$ cat src/hw/cpu_pkg.sv
/*
 * CPU package
 * Widths, instruction encodings, ALU operations and the stage register
 * layouts shared by the five-stage integer pipeline
 */
`default_nettype none

package cpu_pkg;

    typedef logic [31:0] word_t;    // data word or byte address
    typedef logic [4:0]  reg_addr_t;
    typedef logic [5:0]  opcode_t;
    typedef logic [5:0]  funct_t;

    localparam opcode_t OP_RTYPE = 6'h00;
    localparam opcode_t OP_ADDI  = 6'h08;
    localparam opcode_t OP_LW    = 6'h23;
    localparam opcode_t OP_SW    = 6'h2b;
    localparam opcode_t OP_BEQ   = 6'h04;
    localparam opcode_t OP_BNE   = 6'h05;

    localparam funct_t FN_ADD = 6'h20;
    localparam funct_t FN_SUB = 6'h22;
    localparam funct_t FN_AND = 6'h24;
    localparam funct_t FN_OR  = 6'h25;
    localparam funct_t FN_SLT = 6'h2a;

    typedef enum logic [2:0] {
        ALU_ADD,
        ALU_SUB,
        ALU_AND,
        ALU_OR,
        ALU_SLT
    } alu_op_t;

    // all zero is the bubble
    typedef struct packed {
        logic    reg_write;
        logic    mem_read;
        logic    mem_write;
        logic    alu_src_imm;   // second operand from the immediate
        alu_op_t alu_op;
        logic    is_branch;
        logic    branch_ne;     // bne when set, beq otherwise
        logic    illegal;       // undefined encoding, traps in writeback
    } ctrl_t;

    typedef struct packed {
        ctrl_t     ctrl;
        word_t     pc;
        word_t     rs_val;
        word_t     rt_val;
        word_t     imm;         // sign extended
        reg_addr_t dst;
    } de_t;

    typedef struct packed {
        ctrl_t     ctrl;
        word_t     pc;
        word_t     alu_result;
        word_t     store_data;
        reg_addr_t dst;
    } em_t;

    typedef struct packed {
        ctrl_t     ctrl;
        word_t     pc;
        word_t     alu_result;
        word_t     load_data;
        reg_addr_t dst;
    } mw_t;

endpackage

`default_nettype wire

$ cat src/hw/writeback_stage.sv
/*
 * Writeback stage
 * Register write select and the trap/epc latch that freezes the pipeline
 */
`default_nettype none

module writeback_stage (
    input  logic               SYS_clk,
    input  logic               SYS_reset,
    input  cpu_pkg::mw_t       mw,
    output logic               wr_en,
    output cpu_pkg::reg_addr_t wr_addr,
    output cpu_pkg::word_t     wr_data,
    output logic               freeze,
    output logic               trap,
    output cpu_pkg::word_t     epc
);
    assign wr_data = mw.ctrl.mem_read ? mw.load_data : mw.alu_result;
    assign wr_addr = mw.dst;
    assign wr_en   = mw.ctrl.reg_write && !mw.ctrl.illegal && !trap;
    assign freeze  = trap;

    always_ff @(posedge SYS_clk or posedge SYS_reset)
    begin
        if (SYS_reset)
        begin
            trap <= 1'b0;
            epc  <= '0;
        end
        else if (mw.ctrl.illegal && !trap)
        begin
            trap <= 1'b1;                   // held until reset
            epc  <= mw.pc;
        end
    end

    // once trapped, the memory/writeback register no longer moves
    a_frozen_after_trap: assert property (@(posedge SYS_clk) disable iff (SYS_reset)
        trap |=> mw == $past(mw));

endmodule

`default_nettype wire

$ cat config.mk
export PLATFORM = sky130hd
export DESIGN_NAME = writeback_stage
export DESIGN_NICKNAME = d
export VERILOG_FILES = /design/src/hw/cpu_pkg.sv /design/src/hw/writeback_stage.sv
export SDC_FILE = /design/constraint.sdc
export NUM_CORES = 1
export LEC_CHECK = 0
export ABC_AREA = 1
export BUFFER_PORTS_ARGS = -buffer_cell sky130_fd_sc_hd__buf_2
export CORE_ASPECT_RATIO = 2
export CORE_MARGIN = 2
export CORE_UTILIZATION = 39
export CTS_CLUSTER_SIZE = 28
export DETAILED_ROUTE_END_ITERATION = 8
export GPL_TIMING_DRIVEN = 0
export PLACE_DENSITY = 0.86
export SETUP_SLACK_MARGIN = 0.02
export SLEW_MARGIN = 30
export SYNTH_ARGS = -nofsm -noshare
export SYNTH_HDL_FRONTEND = slang
export SYNTH_SLANG_ARGS = --single-unit
$ cat constraint.sdc
create_clock -name SYS_clk -period 1.8 [get_ports SYS_clk]
set_input_delay 0.09 -clock SYS_clk [delete_from_list [all_inputs] [get_ports SYS_clk]]
set_output_delay 0.09 -clock SYS_clk [all_outputs]
set_load 0.03 [all_outputs]
# == After elaboration in Yosys (flattened, before gate mapping) ==
# Cells that the tools add are included.
# word_totals
mem_count,0
inputBits,113
wordCells,8
ramBits,0
output_inout_bits,72
latchBits,0
ff_bits,33
rom_bits,0
# op_classes
shifts,0
muxes,1
n_bitwise,0
mul,0
magnitude_cmp,0
addsub,0
eq_ne,0
n_reduce_logical,5
div_mod_pow,0
# op_table
operator,count
$mux W32,1
$logic_and A1 B1 Y1,3
$logic_not A1 Y1,2

# == Depth between registers and ports, before layout ==
# Gate-level depths: netlist of run 1.
# depth
word_depth,3
ltp_mapped,5
mapped_depth_nobuf,4

# == Worst setup path before layout of run 1 ==
# No wires, ideal clock.
# synth_timing
path_kind,input to output
startpoint,input port mw[109] in the netlist's numbering
endpoint,output port wr_data[22]
arrival_ps,1027
path_slack_ps,683
t_required_ps,1710
path_stages,3
path_buffers,2
path_cell_list,buf_6 buf_6 o21ai_0
# synth_between
elab_chain_len,1
# synth_rtl
item,line_no,text
"start, declared",writeback_stage.sv:10,"input cpu_pkg::mw_t mw,"
$mux W32,writeback_stage.sv:18,assign wr_data = mw.ctrl.mem_read ? mw.load_data : mw.alu_result;
"end, declared",writeback_stage.sv:13,"output cpu_pkg::word_t wr_data,"
# Every way passes these cells.

# == Worst setup path after layout of run 1 ==
# layout_timing
startpoint,register trap (netlist: freeze)
endpoint,output port wr_en
# layout_between
elab_chain_len,2
# layout_rtl
item,line_no,text
"start, declared",writeback_stage.sv:15,"output logic trap,"
"start signal, assigned",writeback_stage.sv:27,trap <= 1'b0;
"start signal, assigned",writeback_stage.sv:32,trap <= 1'b1;
$logic_not A1 Y1,writeback_stage.sv:20,assign wr_en = mw.ctrl.reg_write && !mw.ctrl.illegal && !trap;
$logic_and A1 B1 Y1,writeback_stage.sv:20,
"end, declared",writeback_stage.sv:11,"output logic wr_en,"
# Every way passes these cells.

==> reports/summary.txt, run 1 <==
Outcome = finished clean
Slew Viols, Final = 0
Worst VDD drop = 0.0004963 V
Yosys top cell by area = dfrtp_1
DRT Pass-1 Iters = 4
Num CTS Buffers = 5
Area of the multi-input gates = 703.2 sq um
Compound-Gate Fraction of Synth Area = 8.649%
Critical path class = flip-flop to output port
Clock Tree Buf Depth = 2
ANT nets after route = 0
Die ar. = 5349 sq um
RSZ-0062 raised after global routing = no
Overflow after GRT = 0
CTS tree = built
CP endpoint kind = output port
Resize count post-CTS = 0
Synth Register Bits = 33
Post-Route WL = 5806 um
Final Util = 63.02%
P per Cell Area = 646.2 nW/um^2
Syn. warnings = 0
HP Class = primary input to flip-flop
Tmin final = 1076 ps
Final hold violations = 0
Avg Inst Size Synth = 7.262 sq um
First-pass GRT wire length = 8742 um
Die H = 101.5 um
Synth Area in Adders = 0%
CTS root buf = clkbuf_8
Layout cells sized above 1 = 46.77%
Post-CTS Repair Setup Buffers = 0
Hold Slack = 37.86 ps
Post-Synthesis Cells = 255
Register area share after synthesis = 44.59%
Drt drc = 0
Largest family of logic cells by synthesized area = simple AND/OR/NAND/NOR gates
Slew HR = 55.69%
Core Area = 4598 sq um
Hold Buf Count CTS = 1
Worst-path maximum fanout = 4
Nets = 546
Max Clock Skew = 8.305 ps
Vias in the first global route = 2205
IO buf count = 170
Clock Latency Late Sink = 280 ps
Via density = 4.609
Fill count = 433
H-tree Lvls = 2
I/O pin count = 185
Final Setup Violations = 0
Fmax = 0.9296 GHz
Xor and xnor area share after synthesis = 0%
Distinct cells, synth = 12
Synth top area share = 44.59%
Largest net degree at the start of global routing = 34
Top cells by area, synth = dfrtp_1 (45%), nand2_1 (20%), nand3_1 (8.6%)
Least-Margin Pin Slew = 663.7 ps
Die width = 52.73 um
Max Cap Viol = 0
HPWL after DPL = 4839 um
# rows = 35
Initial Utilization = 40.27%
Antenna cells = 0
Mux cell area share after synthesis = 0%
Startpoint type of the worst setup path = flip-flop
1st-iter DRT viols = 37
DR WL/cell = 11.87 um
Crit path DAT = 990 ps
Via Count = 2254
Pleak = 1.945 nW
Setup tns final = 0 ps
Antenna violations before repair = 0
Clock sinks = 33
Total GRT Usage = 21.43%
Gpl congestion = 0.7802
Synth Area in Simple Gates = 29.32%
Net Count, Synth = 368
Register area = 825.8 sq um
Worst Path Required = 1710 ps
Clock-pin slew on the worst setup and hold paths = 70 ps
Period utilization = 59.76%
Layout area overhead = 56.49%
Post-Syn Area = 1852 sq um
==> sequential cells by signal, summed over array words and instances, names as in the netlist <==
name    cells
epc        32
freeze      1
==> power by group <==
| part | leakage (nW) | internal (W) | switching, W |
|---|---|---|---|
| logic | 1.43 | 0.000166 | 0.000259 |
| clock network | 0.0585 | 0.000451 | 0.000255 |
| registers | 0.456 | 0.000742 | 0 |
| total | 1.94 | 0.00136 | 0.000514 |
==> Yosys cell counts <==
cell type / count
inv_1: 34
inv_2: 1
nand3_1: 32
o21ai_0: 31
dfrtp_1: 33
nand2_4: 1
buf_2: 3
nand2_1: 98
o21ai_1: 1
nor2_1: 1
buf_4: 13
buf_6: 7
==> through the flow <==
stage | setup slack [ps] | total power (W) | area (sq um) | instances
after floorplan | 682.7 | 0.0009947 | 1852 | 255
after global placement | 584.9 | 0.001174 | 2771 | 480
after detailed placement | 785.9 | 0.001180 | 2771 | 480
after CTS | 712.4 | 0.001892 | 2898 | 489
after global routing | 643.5 | 0.001962 | 2898 | 489
final | 724.3 | 0.001873 | 2898 | 489
==> worst max-delay path, stage by stage (launching register included) <==
cell and delay (ps):
dfrtp_1 410, nor2_1 110, buf_2 200
==> path summary, 6_finish.rpt <==
kind                       startpoint  endpoint  slack [ps]  cells past startpoint
setup / recovery               freeze     wr_en         720                      2
hold / removal                 mw[95]   epc[26]          40                      3
setup reg to reg               freeze   epc[20]         770                      4
hold reg to reg               epc[18]   epc[18]         470                      2
max in group asynchronous   SYS_reset   epc[10]         900                      3
min in group asynchronous   SYS_reset    epc[0]         450                      3
==> metal layers <==
metal  track usage [%]  wire (um)  vias to the layer above  share of wire (%)
met5                 0          0                        -                  0
met4             7.101         78                        0                1.3
met3             4.720        504                        8                8.7
met2             43.85       3286                      135                 57
met1             18.95       1937                      981                 33
li1                  -          -                     1130                  -
==> layout make-up <==
cell class	instances	area share (%)
Timing Repair Buffer	171	29.71
Sequential cell	33	28.50
Multi-Input combinational cell	164	24.27
Buffer	23	6.606
Inverter	35	4.534
Clock buffer	7	2.979
Tap cell	55	2.375
Clock inverter	1	1.036
==> cell families (layout without fill, tap and decap cells) <==
group           count (synthesis)  count (layout)
simple gates                  132             132
buf+inv                        58             237
flops                          33              33
compound gates                 32              32
==> cells in the final DEF, fill, tap and decap left out, types with 2 or more instances in the layout <==
cell type,count
buf_2,173
buf_4,13
buf_6,7
clkbuf_8,6
dfrtp_1,33
inv_1,33
inv_2,2
nand2_1,98
nand3_1,32
o21ai_0,31
Power figures use the tool's default switching activity.
==> inputs of run 2 (changes only) <==
--- a/config.mk
+++ b/config.mk
@@ -5,15 +5,15 @@
 export SDC_FILE = /design/constraint.sdc
 export NUM_CORES = 1
 export LEC_CHECK = 0
-export ABC_AREA = 1
+export ABC_AREA = 0
 export BUFFER_PORTS_ARGS = -buffer_cell sky130_fd_sc_hd__buf_2
 export CORE_ASPECT_RATIO = 2
 export CORE_MARGIN = 2
-export CORE_UTILIZATION = 39
+export CORE_UTILIZATION = 32
 export CTS_CLUSTER_SIZE = 28
 export DETAILED_ROUTE_END_ITERATION = 8
 export GPL_TIMING_DRIVEN = 0
-export PLACE_DENSITY = 0.86
+export PLACE_DENSITY = 0.75
 export SETUP_SLACK_MARGIN = 0.02
 export SLEW_MARGIN = 30
 export SYNTH_ARGS = -nofsm -noshare
==> constraint.sdc (replaced) <==
create_clock -name SYS_clk -period 0.89 [get_ports SYS_clk]
set_input_delay 0.0445 -clock SYS_clk [delete_from_list [all_inputs] [get_ports SYS_clk]]
set_output_delay 0.0445 -clock SYS_clk [all_outputs]
set_load 0.03 [all_outputs]
==> reports/summary.txt, run 2 <==
Num CTS Buffers = 5
Design area = 3460 sq um
Final hold violations = 33
Vias in the first global route = 1812
Core Area = 5612 sq um
Fin cells = 367
I/O pin count = 185
CP max stage delay = 430 ps
Antenna violations before repair = 0
Least-Margin Pin Slew = 662.8 ps
Outcome = finished, violations left
Worst-path maximum fanout = 10
Overall power = 0.005366 W
Placement Cell Area = 2775 sq um
Slew HR = 55.75%
Max Clock Skew = 5.294 ps
Tmin final = 1262 ps
Most common cell after layout, fill and taps aside = buf_2
Die H = 111.1 um
ANT nets after route = 0
Drt drc = 0
Gpl congestion = 0.8299
CTS root buf = clkbuf_16
RSZ-0062 raised after global routing = yes
CP endpoint kind = flip-flop
Critical path class = flip-flop to flip-flop
Worst Path Required = 1040 ps
Compound-Gate Fraction of Synth Area = 0%
CP max stage cell = dfrtp_2
Fill count = 430
Worst Setup Slack, final = -371.7 ps
Synth Area in Adders = 0%
Synth top area share = 45.02%
Most frequent cells in the layout = buf_2 (113), buf_6 (52), mux2_4 (37)
Period utilization = 141.8%
Layout cells sized above 1 = 86.93%
DR WL/cell = 15.05 um
Dominant synthesized flop cell = dfrtp_1
Max reg flops = 32
Layout area overhead = 88.61%
Top cells by area, synth = dfrtp_1 (45%), mux2_4 (25%), mux2_2 (20%)
Die width = 57.54 um
# rows = 39
Total GRT Usage = 16.88%
Syn. warnings = 0
HPWL after DPL = 4097 um
Most numerous cell in the Yosys netlist = dfrtp_1
Commonest cells in the synthesized netlist = dfrtp_1 (33), mux2_2 (32), mux2_4 (30), buf_4 (9), buf_12 (3)
Final Setup Violations = 35
Clock sinks = 33
Max Cap Viol = 0
P per Cell Area = 1551 nW/um^2
Register area share after synthesis = 45.02%
Slew Viols, Final = 0
Flop-to-flop setup slack = -370 ps
H-tree Lvls = 2
CTS tree = built
Crit-path cells = nor2b_4 > buf_6 > buf_12 > mux2_4
Worst VDD drop = 0.001279 V
Ys async rst share = 100.0%
1st-iter DRT viols = 51
Via density = 4.507
Startpoint type of the worst setup path = flip-flop
Reg2reg start = freeze
Initial Utilization = 32.69%
Placed insts = 348
Largest family of logic cells by synthesized area = multiplexers
Net Count, Synth = 229
Die ar. = 6390 sq um
Clock Tree Buf Depth = 2
EDFF count, synth = 0
Nets = 418
Overflow after GRT = 0
RR Endpoint = epc[13]
Post-Syn Area = 1834 sq um
HP Class = primary input to asynchronous set/reset pin
Post-Synthesis Cells = 116
Distinct cells, synth = 12
Mux cell area share after synthesis = 45.43%
Hold Slack = -125.7 ps
Setup tns final = -12290 ps
First-pass GRT wire length = 8438 um
IO buf count = 171
Fmax = 0.7926 GHz
Clock-pin slew on the worst setup and hold paths = 50 ps
Failing checks = hold timing, setup timing
Synth Register Bits = 33
Yosys top cell by area = dfrtp_1
Crit path DAT = 1410 ps
Largest net degree at the start of global routing = 34
Biggest register = epc
Xor and xnor area share after synthesis = 0%
Clock Latency Late Sink = 270 ps
Synth Area in Simple Gates = 1.296%
Pleak = 1.806 nW
Avg Inst Size Synth = 15.81 sq um
Via Count = 1654
DRT Pass-1 Iters = 4
Antenna cells = 0
R2R cell count = 4
Post-Route WL = 5524 um
==> run 2: timing repair <==
item                       CTS  global route
setup endpoints to repair   85            81
hold buffers                 4             1
setup buffers                2             1
hold endpoints to repair    37            34
pin swaps                    0             0
gates cloned                 2             1
gates resized for setup     63            94
==> run 2: critical path: cells and delay by family, from the launching register on <==
kind	cells	cell delay [ps]
DFF	1	430
and+or+nand+nor	1	110
buffers and inverters	2	290
muxes	1	300
==> run 2: metal layers <==
layer  vias up  GRT usage (%)  wire length [um]
li1        780              -                 -
met1       756          18.93              1908
met2       116          29.70              3020
met3         2          5.834               576
met4         0          4.031                18
met5         -              0                 0
==> run 2: kinds of logic after synthesis <==
logic type,after synthesis
mux,64
flops,33
buf+inv,16
simple gates,3
==> run 2: area by class of cell <==
type | instances | area (sq um) | area share, %
plain buffers | 14 | 191.4 | 5.533
clock buffers | 6 | 128.9 | 3.725
clock inverters | 2 | 10.01 | 0.2893
inverters | 2 | 7.507 | 0.2170
multi-input cells | 67 | 893.4 | 25.82
flip-flops and latches | 33 | 827.0 | 23.91
well taps | 61 | 76.32 | 2.206
repair buffers | 182 | 1325 | 38.30
==> run 2: worst max path at each step <==
stage | start | endpoint | slack, ps | cells past startpoint
6_report | freeze | epc[13] | -370 | 4
5_1_grt | freeze | epc[10] | -410 | 4
4_1_cts | freeze | epc[27] | -370 | 4
3_5_place_dp | freeze | epc[5] | -370 | 4
3_3_place_gp | freeze | epc[1] | -360 | 4
2_1_floorplan | freeze | epc[0] | -400 | 4
==> run 2: power breakdown <==
part           leakage (nW)  switching, W  internal (W)
Combinational          1.33      0.000956       0.00103
Sequential            0.405      0.000130       0.00167
Clock                0.0706      0.000548       0.00102
==> run 2: stage by stage <==
stage	util, %	setup slack (ps)
floorplan	-	-399.6
global placement	49.45	-355.3
detailed placement	49.45	-369.7
CTS	57.01	-370.1
global route	61.65	-406.7
finish	61.65	-371.7
==> inputs of run 3 (changes only) <==
--- a/config.mk
+++ b/config.mk
@@ -13,7 +13,7 @@
 export CTS_CLUSTER_SIZE = 28
 export DETAILED_ROUTE_END_ITERATION = 8
 export GPL_TIMING_DRIVEN = 0
-export PLACE_DENSITY = 0.75
+export PLACE_DENSITY = 0.77
 export SETUP_SLACK_MARGIN = 0.02
 export SLEW_MARGIN = 30
 export SYNTH_ARGS = -nofsm -noshare
==> reports/summary.txt, run 3 (same netlist as run 2, synthesis figures left out) <==
Outcome = finished, violations left
Failing checks = hold timing, setup timing
Pleak = 1.914 nW
IO buf count = 171
1st-iter DRT viols = 44
CTS tree = built
Layout area overhead = 99.66%
Drt drc = 0
Clock Tree Buf Depth = 2
Antenna cells = 0
First-pass GRT wire length = 9991 um
Most common cell after layout, fill and taps aside = buf_2
I/O pin count = 185
DR WL/cell = 18.29 um
Max Cap Viol = 0
Gpl congestion = 0.8075
H-tree Lvls = 2
Total GRT Usage = 20.81%
Overall power = 0.005594 W
Max reg flops = 32
Overflow after GRT = 0
Largest net degree at the start of global routing = 34
Vias in the first global route = 1966
HPWL after DPL = 4611 um
Most frequent cells in the layout = buf_2 (110), buf_6 (62), mux2_4 (48)
Worst VDD drop = 0.001427 V
Startpoint type of the worst setup path = flip-flop
DRT Pass-1 Iters = 4
Critical path class = flip-flop to flip-flop
Final hold violations = 33
Die ar. = 6390 sq um
Worst-path maximum fanout = 10
Clock Latency Late Sink = 270 ps
Die width = 57.54 um
Setup tns final = -12190 ps
Clock-pin slew on the worst setup and hold paths = 50 ps
Die H = 111.1 um
CP max stage delay = 420 ps
Antenna violations before repair = 0
# rows = 39
Fin cells = 375
Crit path DAT = 1400 ps
Clock sinks = 33
ANT nets after route = 0
Design area = 3662 sq um
Fmax = 0.8006 GHz
Worst Path Required = 1040 ps
Crit-path cells = nor2b_4 > buf_6 > buf_12 > mux2_4
Via Count = 1753
Slew Viols, Final = 0
Least-Margin Pin Slew = 683.5 ps
Hold Buf Count CTS = 12
CP endpoint kind = flip-flop
Placed insts = 348
RSZ-0062 raised after global routing = yes
Biggest register = epc
Slew HR = 54.36%
Nets = 426
Max Clock Skew = 3.126 ps
Tmin final = 1249 ps
CTS root buf = clkbuf_16
Placement Cell Area = 2775 sq um
Initial Utilization = 32.69%
Hold Slack = -126.3 ps
Layout cells sized above 1 = 85.67%
Post-Route WL = 6857 um
P per Cell Area = 1527 nW/um^2
R2R cell count = 4
Period utilization = 140.3%
Num CTS Buffers = 5
CP max stage cell = dfrtp_2
HP Class = primary input to asynchronous set/reset pin
Fill count = 415
Final Setup Violations = 45
Worst Setup Slack, final = -359.0 ps
Core Area = 5612 sq um
Via density = 4.675
[run 3: cell count changes in the layout (fill, tap and decap cells not counted), sizes merged]
| cell | delta |
|---|---|
| buf | +3 |
| clkbuf | -3 |
| clkinvlp | +1 |
| dlygate4sd3 | +7 |
[run 3: what timing repair did]
action                                  CTS  global route
endpoints found under the hold margin    45            33
gates resized for setup                 120            40
pin swaps                                 0             0
endpoints found under the setup margin   95            90
cloned                                    3             0
setup buffers                             5             0
[run 3: worst paths after layout]
path / from / endpoint / slack, ps
worst min-delay path: SYS_reset / epc[12] / -130
worst min register to register: epc[20] / epc[20] / 530
max in group asynchronous: SYS_reset / freeze / 540
worst max-delay path: freeze / epc[3] / -360
worst max register to register: freeze / epc[3] / -360
min in group SYS_clk: mw[83] / epc[14] / 0
[run 3: worst max-delay path: cells and delay by family, from the launching register on]
| family | cells | cell delay [ps] |
|---|---|---|
| muxes | 1 | 310 |
| buffers and inverters | 2 | 280 |
| DFF | 1 | 420 |
| and+or+nand+nor | 1 | 110 |
[run 3: power breakdown]
part	internal (W)	leakage [nW]	switching (W)	total (W)
clock	0.00102	0.0696	0.000603	0.00163
combinational	0.00113	1.44	0.00102	0.00215
sequential	0.00167	0.405	0.000142	0.00182
total	0.00383	1.91	0.00177	0.00559
[run 3: cell type report]
class                      count  area, sq um  area share [%]
timing repair buffer         190         1488           40.62
inverter                       2        7.507          0.2050
clock buffer                   5        125.1           3.416
buffer                        14        186.4           5.091
multi-input combinational     67        934.6           25.52
tap                           61        76.32           2.084
sequential                    33        827.0           22.58
clock inverter                 3        17.52          0.4783
[run 3: routing by layer]
layer	global-route usage, %	wire length, um	share of wire (%)	vias up
li1	-	-	-	794
met1	21.90	2306	34	820
met2	38.71	3819	56	129
met3	6.068	607	8.9	10
met4	5.116	123	1.8	0
met5	0	0	0	-
[run 3: per-stage QoR]
stage | util, % | hold WS (ps) | setup slack, ps
floorplan | - | 173.3 | -399.6
global placement | 49.45 | 275.5 | -358.6
detailed placement | 49.45 | 186.1 | -384.8
CTS | 63.70 | -109.5 | -363.2
global route | 65.26 | -66.97 | -396.1
finish | 65.26 | -126.3 | -359.0
