**config.mk**
```make
export PLATFORM = sky130hd
export DESIGN_NAME = execute_stage
export DESIGN_NICKNAME = d
export VERILOG_FILES = /design/src/hw/cpu_pkg.sv /design/src/hw/execute_stage.sv
export SDC_FILE = /design/constraint.sdc
export NUM_CORES = 1
export LEC_CHECK = 0
export ABC_AREA = 1
export ABC_CLOCK_PERIOD_IN_PS = 5310
export CAP_MARGIN = 20
export CORE_MARGIN = 8
export CORE_UTILIZATION = 30
export DETAILED_ROUTE_END_ITERATION = 16
export DONT_BUFFER_PORTS = 1
export PLACE_DENSITY = 0.41
export SLEW_MARGIN = 25
export SYNTH_ARGS = -nofsm -noshare
export SYNTH_HDL_FRONTEND = slang
export SYNTH_SLANG_ARGS = --single-unit
```
**constraint.sdc**
```tcl
create_clock -name SYS_clk -period 5.31 [get_ports SYS_clk]
set_clock_uncertainty 0.05 [all_clocks]
set_input_delay 0.2655 -clock SYS_clk [delete_from_list [all_inputs] [get_ports SYS_clk]]
set_output_delay 0.2655 -clock SYS_clk [all_outputs]
set_load 0.02 [all_outputs]
```
**src/hw/cpu_pkg.sv**
```systemverilog
/*
 * CPU package
 * Widths, instruction encodings, ALU operations and the stage register
 * layouts shared by the five-stage integer pipeline
 */
`default_nettype none

package cpu_pkg;

    typedef logic [31:0] word_t;    // data word or byte address
    typedef logic [4:0]  reg_addr_t;
    typedef logic [5:0]  opcode_t;
    typedef logic [5:0]  funct_t;

    localparam opcode_t OP_RTYPE = 6'h00;
    localparam opcode_t OP_ADDI  = 6'h08;
    localparam opcode_t OP_LW    = 6'h23;
    localparam opcode_t OP_SW    = 6'h2b;
    localparam opcode_t OP_BEQ   = 6'h04;
    localparam opcode_t OP_BNE   = 6'h05;

    localparam funct_t FN_ADD = 6'h20;
    localparam funct_t FN_SUB = 6'h22;
    localparam funct_t FN_AND = 6'h24;
    localparam funct_t FN_OR  = 6'h25;
    localparam funct_t FN_SLT = 6'h2a;

    typedef enum logic [2:0] {
        ALU_ADD,
        ALU_SUB,
        ALU_AND,
        ALU_OR,
        ALU_SLT
    } alu_op_t;

    // all zero is the bubble
    typedef struct packed {
        logic    reg_write;
        logic    mem_read;
        logic    mem_write;
        logic    alu_src_imm;   // second operand from the immediate
        alu_op_t alu_op;
        logic    is_branch;
        logic    branch_ne;     // bne when set, beq otherwise
        logic    illegal;       // undefined encoding, traps in writeback
    } ctrl_t;

    typedef struct packed {
        ctrl_t     ctrl;
        word_t     pc;
        word_t     rs_val;
        word_t     rt_val;
        word_t     imm;         // sign extended
        reg_addr_t dst;
    } de_t;

    typedef struct packed {
        ctrl_t     ctrl;
        word_t     pc;
        word_t     alu_result;
        word_t     store_data;
        reg_addr_t dst;
    } em_t;

    typedef struct packed {
        ctrl_t     ctrl;
        word_t     pc;
        word_t     alu_result;
        word_t     load_data;
        reg_addr_t dst;
    } mw_t;

endpackage

`default_nettype wire

```
**src/hw/execute_stage.sv**
```systemverilog
/*
 * Execute stage
 * ALU for add, sub, and, or and signed slt, and the
 * execute/memory register
 */
`default_nettype none

module execute_stage (
    input  logic               SYS_clk,
    input  logic               SYS_reset,
    input  logic               freeze,
    input  cpu_pkg::de_t       de,
    output cpu_pkg::em_t       em,
    output cpu_pkg::ctrl_t     ex_ctrl,
    output cpu_pkg::reg_addr_t ex_dst
);
    import cpu_pkg::*;

    word_t alu_b;
    word_t alu_y;

    assign alu_b = de.ctrl.alu_src_imm ? de.imm : de.rt_val;

    always_comb
    begin
        case (de.ctrl.alu_op)
            ALU_ADD: alu_y = de.rs_val + alu_b;     // also address for lw/sw
            ALU_SUB: alu_y = de.rs_val - alu_b;
            ALU_AND: alu_y = de.rs_val & alu_b;
            ALU_OR:  alu_y = de.rs_val | alu_b;
            ALU_SLT: alu_y = {31'b0, $signed(de.rs_val) < $signed(alu_b)};
            default: alu_y = '0;
        endcase
    end

    // hazard view of the instruction now in execute
    assign ex_ctrl = de.ctrl;
    assign ex_dst  = de.dst;

    always_ff @(posedge SYS_clk or posedge SYS_reset)
    begin
        if (SYS_reset)
            em <= '0;
        else if (!freeze)
            em <= '{ctrl: de.ctrl, pc: de.pc, alu_result: alu_y,
                    store_data: de.rt_val, dst: de.dst};
    end

endmodule

`default_nettype wire

```
== Word level (Yosys, flattened, before mapping) ==
Index checks and enable logic that the tools add are counted.
Word-level totals
  input port bits: 146
  flip-flop bits (word level): 111
  output and inout bits: 126
Cells by class
  bitwise gates (word level): 2
  order comparisons: 1
  add/sub/neg operators: 2
  equality and inequality tests: 4
  reduce and logical (&&, ||, !) cells: 1
  multiplexer cells: 2
Operators by type and width (count)
  case mux 32 bit (5 select lines): 1
  adder 32 bit: 1
  bitwise AND 32 bit: 1
  less-than comparator 32 bit: 1
  two-way mux 32 bit: 1
  bitwise OR 32 bit: 1
  subtractor 32 bit: 1
  equality test 3 x 2 -> 1 bit (second input constant): 2
  equality test 3 x 1 -> 1 bit (second input constant): 1
  equality test 3 bit (second input constant): 1
  zero test 3 bit: 1

== Depth between registers and ports, before layout ==
Gate-level depths: netlist (run 1).
  word-level depth: 3
  depth in mapped cells: 22
  depth with buffers taken out: 20

== Least setup slack after synthesis (run 1) ==
Ideal clock, no wire load.
  kind: input to register
  start point: input de[139] (netlist bit)
  end point: register em[37] (netlist bit)
  stages: 21
  library setup time: 0.117 ns
  path slack: 2.771 ns
  data arrival time: 2.373 ns
  cell sequence: inv_1 clkbuf_1 or2_2 o21ai_0 inv_1 ha_1 fa_1 inv_1 nand2_1 nand3_2 nand3_1 nand2_1 nand2_1 nand2_1 nand2_1 nand2_1 nand2_1 nand3_1 nand2_1 nand2_1 nand2_1
Between the ends
  longest elaborated chain between the ends: 3
RTL lines
  start, declared: line execute_stage.sv:12  | input cpu_pkg::de_t de,
  two-way mux 32 bit (*): line execute_stage.sv:22  | assign alu_b = de.ctrl.alu_src_imm ? de.imm : de.rt_val;
  subtractor 32 bit (tied with other cells): line execute_stage.sv:28  | ALU_SUB: alu_y = de.rs_val - alu_b;
  case mux 32 bit (5 select lines) (*): line execute_stage.sv:26  | case (de.ctrl.alu_op)
  end signal, assigned: line execute_stage.sv:45  | em <= '{ctrl: de.ctrl, pc: de.pc, alu_result: alu_y,
  end, declared: line execute_stage.sv:13  | output cpu_pkg::em_t em,
Mark *: on every way between the ends. The rest lies on a longest branch, timed or not.
A chain may end at the register's enable or synchronous reset.

== Worst setup path after layout (run 1) ==
  start point: input de[139] (netlist bit)
  end point: register em[49] (netlist bit)
Between the ends
  longest elaborated chain between the ends: 3
RTL lines (line)
  two-way mux 32 bit (*): execute_stage.sv:22
  subtractor 32 bit (tied with other cells): execute_stage.sv:28
  case mux 32 bit (5 select lines) (*): execute_stage.sv:26
Marks and branches as above.

==> results.py, run 1 <==
metrics = {
    "status": {
        "outcome": "finished clean",
    },
    "clock_tree": {
        "post_cts_buffers": 0,
        "clkSinkCount": 111,
        "root_buffer": "clkbuf_16",
        "clockBufferDepth": 2,
        "cts_buffers": 9,
        "cts_resized": 0,
        "cts_tree": "yes",
        "htree_num_levels": 3,
        "holdBufCountCts": 147,
        "insertion_delay_ps": 380,
        "clk_pin_slew_ps": 80,
    },
    "place": {
        "gp_congestion": 0.9359,
        "io_buffer_count": 0,
        "dpl.hpwl_um": 34970,
        "place_ws_ps": 1774,
    },
    "final_layout": {
        "largest_registers": "em: 111 flops",
        "drive_gt1_share_pct": 6.364,
        "regMostFlops": "em",
        "syn_to_final_growth_pct": 18.03,
        "largest_reg_flops": 111,
        "num-nets-final": 2166,
    },
    "drt": {
        "totalWireLength_um": 46260,
        "viasPerCell": 4.757,
        "routedWlPerCell_um": 19.30,
        "met3_length_um": 2880,
        "wl_met2_um": 21010,
        "met1_length_um": 21560,
        "remaining_drc_errors": 0,
        "firstDrtPassIters": 5,
        "drt_iter0_markers": 754,
        "highest_layer": "met5",
        "ant_nets": 0,
        "dr_total_vias": 11400,
    },
    "floorplan": {
        "fp.dieArea_um2": 43850,
        "die_w_um": 209.4,
        "core.rowCount": 71,
        "initial_core_util_pct": 30.15,
        "ioPinCount": 272,
        "core_area_um2": 37220,
        "dieHeight_um": 209.4,
    },
    "synth": {
        "ys_ff_latch": 111,
        "avgSynthCellArea_um2": 6.152,
        "synth_common_cells": "nand2_1, inv_1, nand3_1, dfrtp_1, ha_1",
        "yosysMostFrequentCell": "nand2_1",
        "yosys_warnings": 0,
        "synth_area_leaders": "dfrtp_1, nand2_1, ha_1",
        "netlist.area_leader.share_pct": 24.75,
        "ys_async_sr_fraction_pct": 100.0,
        "yosys.area.top_type": "dfrtp_1",
        "syn_area_um2": 11220,
        "synth_edf_count": 0,
        "synth.distinct_cells": 42,
        "synth_nets": 2078,
        "synthCells": 1824,
        "ys.flop_type": "dfrtp_1",
        "yosysSeqAreaShare_pct": 24.75,
    },
    "sta": {
        "maxSlewViolCount": 0,
        "post-route-period-util_pct": 58.22,
        "finalHoldViolations": 0,
        "worst_pin_slew_ps": 995.6,
        "fin_crit_ps": 3092,
        "setup_tns_ps": 0,
        "rsz0062_at_grt": "no",
        "fmax_ghz": 0.3235,
        "setup_viol": 0,
        "slew_headroom_pct": 33.63,
        "setup_slack_ps": 2218,
    },
    "power_and_ir_drop": {
        "powerDensity_nw_per_um2": 222.1,
        "p_leak_nw": 7.373,
        "ir_drop_uv": 157.4,
        "post-layout-total-power_mw": 2.941,
    },
    "global_route": {
        "grt_use_total_pct": 20.85,
        "grt_antenna_before_repair": 8,
        "grt_pass1_vias": 11580,
        "grt_max_degree": 75,
        "grt_pass1_wl_um": 70320,
        "grt-ovfl-total": 0,
    },
    "flow_run": {
        "cap_violations": 0,
    },
    "worst_setup_path": {
        "criticalPathCategory": "primary input to flop",
        "worstPathMaxFanout": 35,
        "endpoint_kind": "flop",
        "required_ps": 5530,
        "critical_path_arrival_ps": 3310,
        "cp-start-kind": "primary input",
    },
    "hold_path": {
        "hold_class": "primary input to flop",
    },
}
-- metrics by stage --
| stage | hold WS [ps] | std cells | util (%) | cell area (um^2) |
|---|---|---|---|---|
| 2_1_floorplan | 325.1 | 1824 | - | 11220 |
| 3_3_place_gp | 321.4 | 2227 | 30.66 | 11410 |
| 3_5_place_dp | 313.5 | 2227 | 30.66 | 11410 |
| 4_1_cts | 25.56 | 2390 | 35.49 | 13210 |
| 5_1_grt | 28.45 | 2396 | 35.58 | 13240 |
| 6_report | 45.46 | 2397 | 35.58 | 13250 |
-- report_power, final --
group | switching (mW) | internal, mW | leakage (nW)
Clock | 0.411 | 0.340 | 0.146
Sequential | 0.188 | 0.929 | 1.38
Combinational | 0.693 | 0.380 | 5.85
-- routing by layer --
metal	vias to the layer above	GRT usage, %
li1	5719	-
met1	5323	27.57
met2	312	33.80
met3	44	4.967
met4	4	5.225
met5	-	0
-- critical path, cell delays in order --
cell and delay [ps]:
inv_2 440, buf_4 260, or2_2 110, o21ai_0 110
inv_1 100, ha_1 200, inv_1 70, fa_1 410
inv_1 140, nand3_1 80, nand3_1 190, nand3_1 100
nand3_1 230, a21boi_0 130, o21ai_0 110, nand3_1 150
nand2_1 90, nand2_1 70
-- cell families after synthesis --
family	share of synthesized area, %
DFF	24.75
adders and majority gates	12.18
buffers and inverters	15.10
and+or+nand+nor	39.48
AOI/OAI and AO/OA	8.496
-- final timing paths --
path	endpoint	from	cells past startpoint	slack, ps
worst max-delay path	em[49]	de[139]	18	2220
worst min register to register	em[59]	em[59]	2	580
worst max register to register	em[11]	em[11]	3	3930
min in group asynchronous	em[109]	SYS_reset	2	460
max in group asynchronous	em[52]	SYS_reset	3	3480
worst min-delay path	em[46]	freeze	2	50
-- layout by cell type (no fill, tap or decap), types with 11 or more instances in the layout --
| cell | count |
|---|---|
| nand2_1 | 723 |
| or2_2 | 32 |
| inv_1 | 312 |
| dlygate4sd3_1 | 146 |
| nand2_2 | 11 |
| nor2_1 | 87 |
| a21oi_1 | 33 |
| a22oi_1 | 31 |
| o21ai_0 | 54 |
| ha_1 | 106 |
| inv_2 | 12 |
| nand3_1 | 137 |
| dfrtp_1 | 111 |
| nor2_2 | 12 |
-- final cells by class --
| class | instances | area [um^2] |
|---|---|---|
| repair buffers | 154 | 1554 |
| multi-input cells | 1310 | 6768 |
| diodes | 6 | 15.01 |
| fillers | 4036 | 23980 |
| clock inverters | 7 | 85.08 |
| clock buffers | 9 | 225.2 |
| well taps | 474 | 593.1 |
| flip-flops and latches | 111 | 2778 |
| inverters | 326 | 1227 |
(Power assumes the default switching activity.)
==> run 2, diff against run 1 <==
- ABC_CLOCK_PERIOD_IN_PS: 5310 -> 3200
- clock period: 5.31 -> 3.2 ns (I/O delays scaled with it)
==> run 2 against run 1 <==
Highest routed layer is now met4. Critical endpoint is now em[62]. Non-clock buffer count grew 10. Combinational power grew 69%. Register-to-register slack lost 2100 ps. Largest power group unchanged. Sequential share of layout area shrank 0.14 points. Clock-buffer cell count is the same. Cell count grew 0.17%. Setup slack lost 1700 ps.
==> results.py, run 2 (synthesis results as in run 1) <==
metrics = {
    "status": {
        "outcome": "finished clean",
    },
    "flow_run": {
        "cap_violations": 0,
    },
    "power_and_ir_drop": {
        "post-layout-total-power_mw": 4.955,
        "powerDensity_nw_per_um2": 371.5,
        "ir_drop_uv": 270.6,
        "p_leak_nw": 7.437,
    },
    "worst_setup_path": {
        "endpoint_kind": "flop",
        "crit_path_cell_trace": "inv_1 > buf_12 > or2_2 > o21ai_0 > ha_1 > nor2_1 > nand3_1 > nand3_2 > nand2_1 > nand2_1 > nand3_1 > nand2_1 > nand2_1 > nand3_1 > nand3_1 > nand2_1 > nand2_1",
        "cp-start-kind": "primary input",
        "required_ps": 3430,
        "max_stage_delay_ps": 420,
        "worstRegToRegCells": 3,
        "critical_path_arrival_ps": 2880,
        "crit_slowest_cell": "ha_1",
        "path_common_cell": "nand2_1",
        "criticalPathCategory": "primary input to flop",
        "worstPathMaxFanout": 34,
    },
    "final_layout": {
        "drive_gt1_share_pct": 6.798,
        "num-nets-final": 2176,
        "n_antenna_cell": 0,
        "syn_to_final_growth_pct": 18.84,
        "mostFrequentLayoutCell": "nand2_1",
        "largest_registers": "em: 111 flops",
        "regMostFlops": "em",
        "nFillCells": 4059,
        "final_cell_mix": "nand2_1, inv_1, dlygate4sd3_1, nand3_1, dfrtp_1",
        "largest_reg_flops": 111,
    },
    "clock_tree": {
        "root_buffer": "clkbuf_16",
        "post_cts_buffers": 0,
        "clk_pin_slew_ps": 90,
        "htree_num_levels": 3,
        "cts_tree": "yes",
        "clockBufferDepth": 2,
        "cts_buffers": 9,
        "clkSinkCount": 111,
        "insertion_delay_ps": 380,
    },
    "sta": {
        "worst_pin_slew_ps": 926.1,
        "maxSlewViolCount": 0,
        "slew_headroom_pct": 37.61,
        "setup_viol": 0,
        "fmax_ghz": 0.3783,
        "finalHoldViolations": 0,
        "fin_crit_ps": 2644,
        "setup_tns_ps": 0,
        "post-route-period-util_pct": 82.61,
        "rsz0062_at_grt": "no",
    },
    "global_route": {
        "grt-ovfl-total": 0,
        "grt_use_total_pct": 20.84,
        "grt_antenna_before_repair": 0,
        "grt_pass1_vias": 11380,
        "grt_pass1_wl_um": 70030,
        "grt_max_degree": 70,
    },
    "floorplan": {
        "dieHeight_um": 209.4,
        "ioPinCount": 272,
        "die_w_um": 209.4,
        "initial_core_util_pct": 30.15,
        "fp.dieArea_um2": 43850,
        "core.rowCount": 71,
        "core_area_um2": 37220,
    },
    "hold_path": {
        "whs_path_depth": 3,
        "hold_class": "primary input to flop",
    },
    "place": {
        "dpl.hpwl_um": 35550,
        "gp_congestion": 0.9109,
        "io_buffer_count": 0,
    },
    "drt": {
        "drt_iter0_markers": 758,
        "dr_total_vias": 11440,
        "ant_nets": 0,
        "viasPerCell": 4.763,
        "totalWireLength_um": 46460,
        "firstDrtPassIters": 8,
        "remaining_drc_errors": 0,
        "routedWlPerCell_um": 19.35,
    },
}
==> run 2: area by class of cell <==
type / instances / area (um^2) / share of cell area (%)
clock buffers: 9 / 225.2 / 1.689
clock inverters: 7 / 91.34 / 0.6849
repair buffers: 164 / 1654 / 12.40
multi-input cells: 1310 / 6768 / 50.75
inverters: 326 / 1227 / 9.204
well taps: 474 / 593.1 / 4.447
flip-flops and latches: 111 / 2778 / 20.83
==> run 2: what timing repair did <==
item / 4_1_cts / 5_1_grt
hold endpoints to repair: 157 / 0
hold buffers: 147 / 0
resized for setup: 0 / 0
==> run 2: routing by layer <==
| metal | up-vias | track usage, % | part of all wire [%] |
|---|---|---|---|
| met5 | - | 0 | 0 |
| met2 | 330 | 33.44 | 45 |
| met3 | 49 | 5.176 | 7.1 |
| met4 | 0 | 6.464 | 2.5 |
| met1 | 5319 | 27.22 | 45 |
| li1 | 5737 | - | - |
==> run 2: report_power, final <==
part           internal, mW  switching, mW
Clock                 0.575          0.709
Combinational         0.645           1.16
Sequential             1.54          0.322
==> run 2: through the flow <==
| step | hold WS [ps] | utilization, % | area [um^2] | std cells | setup slack (ps) |
|---|---|---|---|---|---|
| 2_1_floorplan | 219.6 | - | 11220 | 1824 | 59.35 |
| 3_3_place_gp | 174.6 | 30.98 | 11530 | 2238 | 166.2 |
| 3_5_place_dp | 175.1 | 30.98 | 11530 | 2238 | 155.9 |
| 4_1_cts | 17.75 | 35.83 | 13340 | 2401 | 574.0 |
| 5_1_grt | 53.40 | 35.83 | 13340 | 2401 | 325.9 |
| 6_report | 44.48 | 35.83 | 13340 | 2401 | 556.4 |
==> run 2: worst paths after layout <==
kind                           start  slack (ps)  endpoint
min reg2reg                   em[56]         580    em[56]
max reg2reg                  em[101]        1820   em[101]
min in group asynchronous  SYS_reset         330    em[92]
max in group asynchronous  SYS_reset        1910    em[56]
min                          de[138]          40    em[38]
max                          de[139]         560    em[62]
==> run 2: worst max-delay path, delay by kind of cell <==
kind	cells	cell delay [ps]
AND/OR/NAND/NOR	13	1870
adder cells (fa/ha/maj)	1	420
buffers and inverters	2	200
AO/OA/AOI/OAI	1	200
==> run 3, diff against run 2 <==
- ABC_AREA: 1 -> 0
- ABC_CLOCK_PERIOD_IN_PS: 3200 -> 2350
- PLACE_DENSITY: 0.41 -> 0.42
- clock period: 3.2 -> 2.35 ns (I/O delays scaled with it)
==> run 3 against run 2 <==
The flow now finishes with violations (negative hold slack, negative setup slack). Clock-buffer cell count increased by 2. Register-to-register slack worse by 1400 ps. First-iteration DRC count decreased by 65%. Critical path depth down 1. Via count decreased by 25%. Final area down 0.41%. Cell count fell by 29%. Total power up 38%. Synthesized cell count down 45%. Sequential cell count did not move. Clock power grew 27%. Setup slack lost 900 ps.
==> results.py, run 3 <==
metrics = {
    "synth": {
        "yosys_warnings": 0,
        "ys_async_sr_fraction_pct": 100.0,
        "synth_area_leaders": "dfrtp_1, ha_1, mux2_2",
        "yosys.area.top_type": "dfrtp_1",
        "synthCells": 1012,
        "yosysMostFrequentCell": "dfrtp_1",
        "avgSynthCellArea_um2": 9.065,
        "yosysSeqAreaShare_pct": 30.28,
        "netlist.area_leader.share_pct": 30.28,
        "ys_ff_latch": 111,
        "synth_nets": 1266,
        "synth_edf_count": 0,
        "ys.flop_type": "dfrtp_1",
        "synth.distinct_cells": 71,
        "synth_common_cells": "dfrtp_1, ha_1, inv_1, a21oi_1, mux2_2",
        "syn_area_um2": 9174,
    },
    "sta": {
        "rsz0062_at_grt": "yes",
        "slew_headroom_pct": 46.99,
        "setup_viol": 18,
        "fmax_ghz": 0.3712,
        "setup_slack_ps": -344.1,
        "worst_hold_slack_ps": -139.4,
        "maxSlewViolCount": 0,
        "post-route-period-util_pct": 114.6,
        "finalHoldViolations": 4,
        "worst_pin_slew_ps": 795.2,
        "fin_crit_ps": 2694,
    },
    "clock_tree": {
        "clockBufferDepth": 2,
        "root_buffer": "clkbuf_16",
        "cts_tree": "yes",
        "htree_num_levels": 3,
        "holdBufCountCts": 148,
        "clkSinkCount": 111,
        "insertion_delay_ps": 380,
        "clk_pin_slew_ps": 100,
        "cts_buffers": 9,
    },
    "place": {
        "gp_congestion": 0.8713,
        "place_inst": 1529,
        "placed_area_um2": 10830,
        "dpl.hpwl_um": 25460,
        "place_ws_ps": -895.0,
        "io_buffer_count": 0,
    },
    "status": {
        "outcome": "finished, violations left",
        "violations": "negative hold slack, negative setup slack",
    },
    "worst_setup_path": {
        "endpoint_kind": "flop",
        "criticalPathCategory": "primary input to flop",
        "worstPathMaxFanout": 34,
        "cp-start-kind": "primary input",
        "critical_path_arrival_ps": 2970,
        "required_ps": 2620,
    },
    "drt": {
        "remaining_drc_errors": 0,
        "totalWireLength_um": 35310,
        "firstDrtPassIters": 7,
        "viasPerCell": 5.032,
        "drt_iter0_markers": 265,
        "dr_total_vias": 8580,
        "routedWlPerCell_um": 20.71,
        "ant_nets": 0,
    },
    "power_and_ir_drop": {
        "powerDensity_nw_per_um2": 515.9,
        "p_leak_nw": 5.987,
        "ir_drop_uv": 528.6,
    },
    "final_layout": {
        "regMostFlops": "em",
        "num-nets-final": 1558,
        "largest_reg_flops": 111,
        "postLayoutCellArea_um2": 13280,
        "post-route-util_pct": 43.76,
        "nFillCells": 2936,
        "syn_to_final_growth_pct": 44.78,
        "fin_cells": 1705,
        "largest_registers": "em: 111 flops",
        "final_cell_mix": "buf_4, dlygate4sd3_1, dfrtp_1, ha_1, inv_1",
        "mostFrequentLayoutCell": "buf_4",
        "n_antenna_cell": 0,
        "drive_gt1_share_pct": 30.71,
    },
    "global_route": {
        "grt_use_total_pct": 19.26,
        "grt_antenna_before_repair": 0,
        "grt_pass1_wl_um": 54430,
        "grt_pass1_vias": 9205,
        "grt-ovfl-total": 0,
        "grt_max_degree": 80,
    },
    "floorplan": {
        "core_area_um2": 30350,
        "fp.dieArea_um2": 36430,
        "core.rowCount": 64,
        "initial_core_util_pct": 30.23,
        "dieHeight_um": 190.9,
        "ioPinCount": 272,
        "die_w_um": 190.9,
    },
    "hold_path": {
        "hold_class": "primary input to flop",
    },
    "flow_run": {
        "cap_violations": 0,
    },
}
## run 3: worst max-delay path: stages
cell	delay (ps)
mux2i_4	180
inv_2	70
buf_4	110
ha_4	130
inv_2	40
fa_2	390
nor2b_2	130
o31a_1	220
o211a_4	210
a211oi_4	70
o41a_4	420
o41ai_4	270
o2111ai_2	170
a211oi_2	210
a31oi_1	60
o2bb2ai_1	150
## run 3: path summary, 6_finish.rpt
path                                 from  endpoint  slack (ps)  cells after the start
worst max-delay path              de[139]    em[67]        -340                     16
min in group asynchronous       SYS_reset    em[77]         170                      2
worst max register to register    em[106]   em[106]         440                      4
max in group asynchronous       SYS_reset    em[50]        1180                      3
worst min-delay path              de[136]    em[68]        -140                      2
worst min register to register     em[42]    em[42]         600                      2
## run 3: final cells by class
| cell class | count | area, um^2 | share of cell area [%] |
|---|---|---|---|
| multi-input cells | 742 | 6321 | 47.59 |
| repair buffers | 346 | 3033 | 22.84 |
| flip-flops and latches | 111 | 2778 | 20.91 |
| well taps | 396 | 495.5 | 3.731 |
| inverters | 94 | 356.6 | 2.685 |
| clock buffers | 11 | 252.7 | 1.903 |
| clock inverters | 5 | 45.04 | 0.3391 |
## run 3: kinds of logic after synthesis
kind of cell             after synthesis  synth area share [%]
multiplexers                         115                 13.75
XOR/XNOR                              29                 2.769
flip-flops                           111                 30.28
adder cells (fa/ha/maj)              108                 14.89
buffers and inverters                159                 7.733
AO/OA/AOI/OAI                        287                 20.65
AND/OR/NAND/NOR                      203                 9.929
## run 3: per-layer routing
metal	routed length [um]	track usage [%]	vias to the layer above
li1	-	-	4153
met1	15520	24.61	4141
met2	16120	30.61	261
met3	3222	7.114	25
met4	440	4.117	0
met5	0	0	-
## run 3: stage by stage
stage	hold WS (ps)	TNS, ps	power [mW]
finish	-139.4	-3068	6.852
global route	-165.2	-5970	7.286
CTS	-189.7	-2930	6.796
detailed placement	-35.64	-15940	4.715
global placement	-37.44	-15570	4.719
floorplan	218.1	-10780	3.924
## run 3: power breakdown
group	internal [mW]	leakage (nW)	switching (mW)
registers	2.10	1.35	0.422
clock network	0.797	0.145	0.835
logic	1.43	4.49	1.27
total	4.33	5.99	2.53
## run 3: what timing repair did
| action | in CTS | in global routing |
|---|---|---|
| buffers inserted | 6 | 9 |
| resized for setup | 56 | 60 |
| endpoints found under the setup margin | 22 | 26 |
| pin swaps | 27 | 23 |
| endpoints found under the hold margin | 177 | 4 |
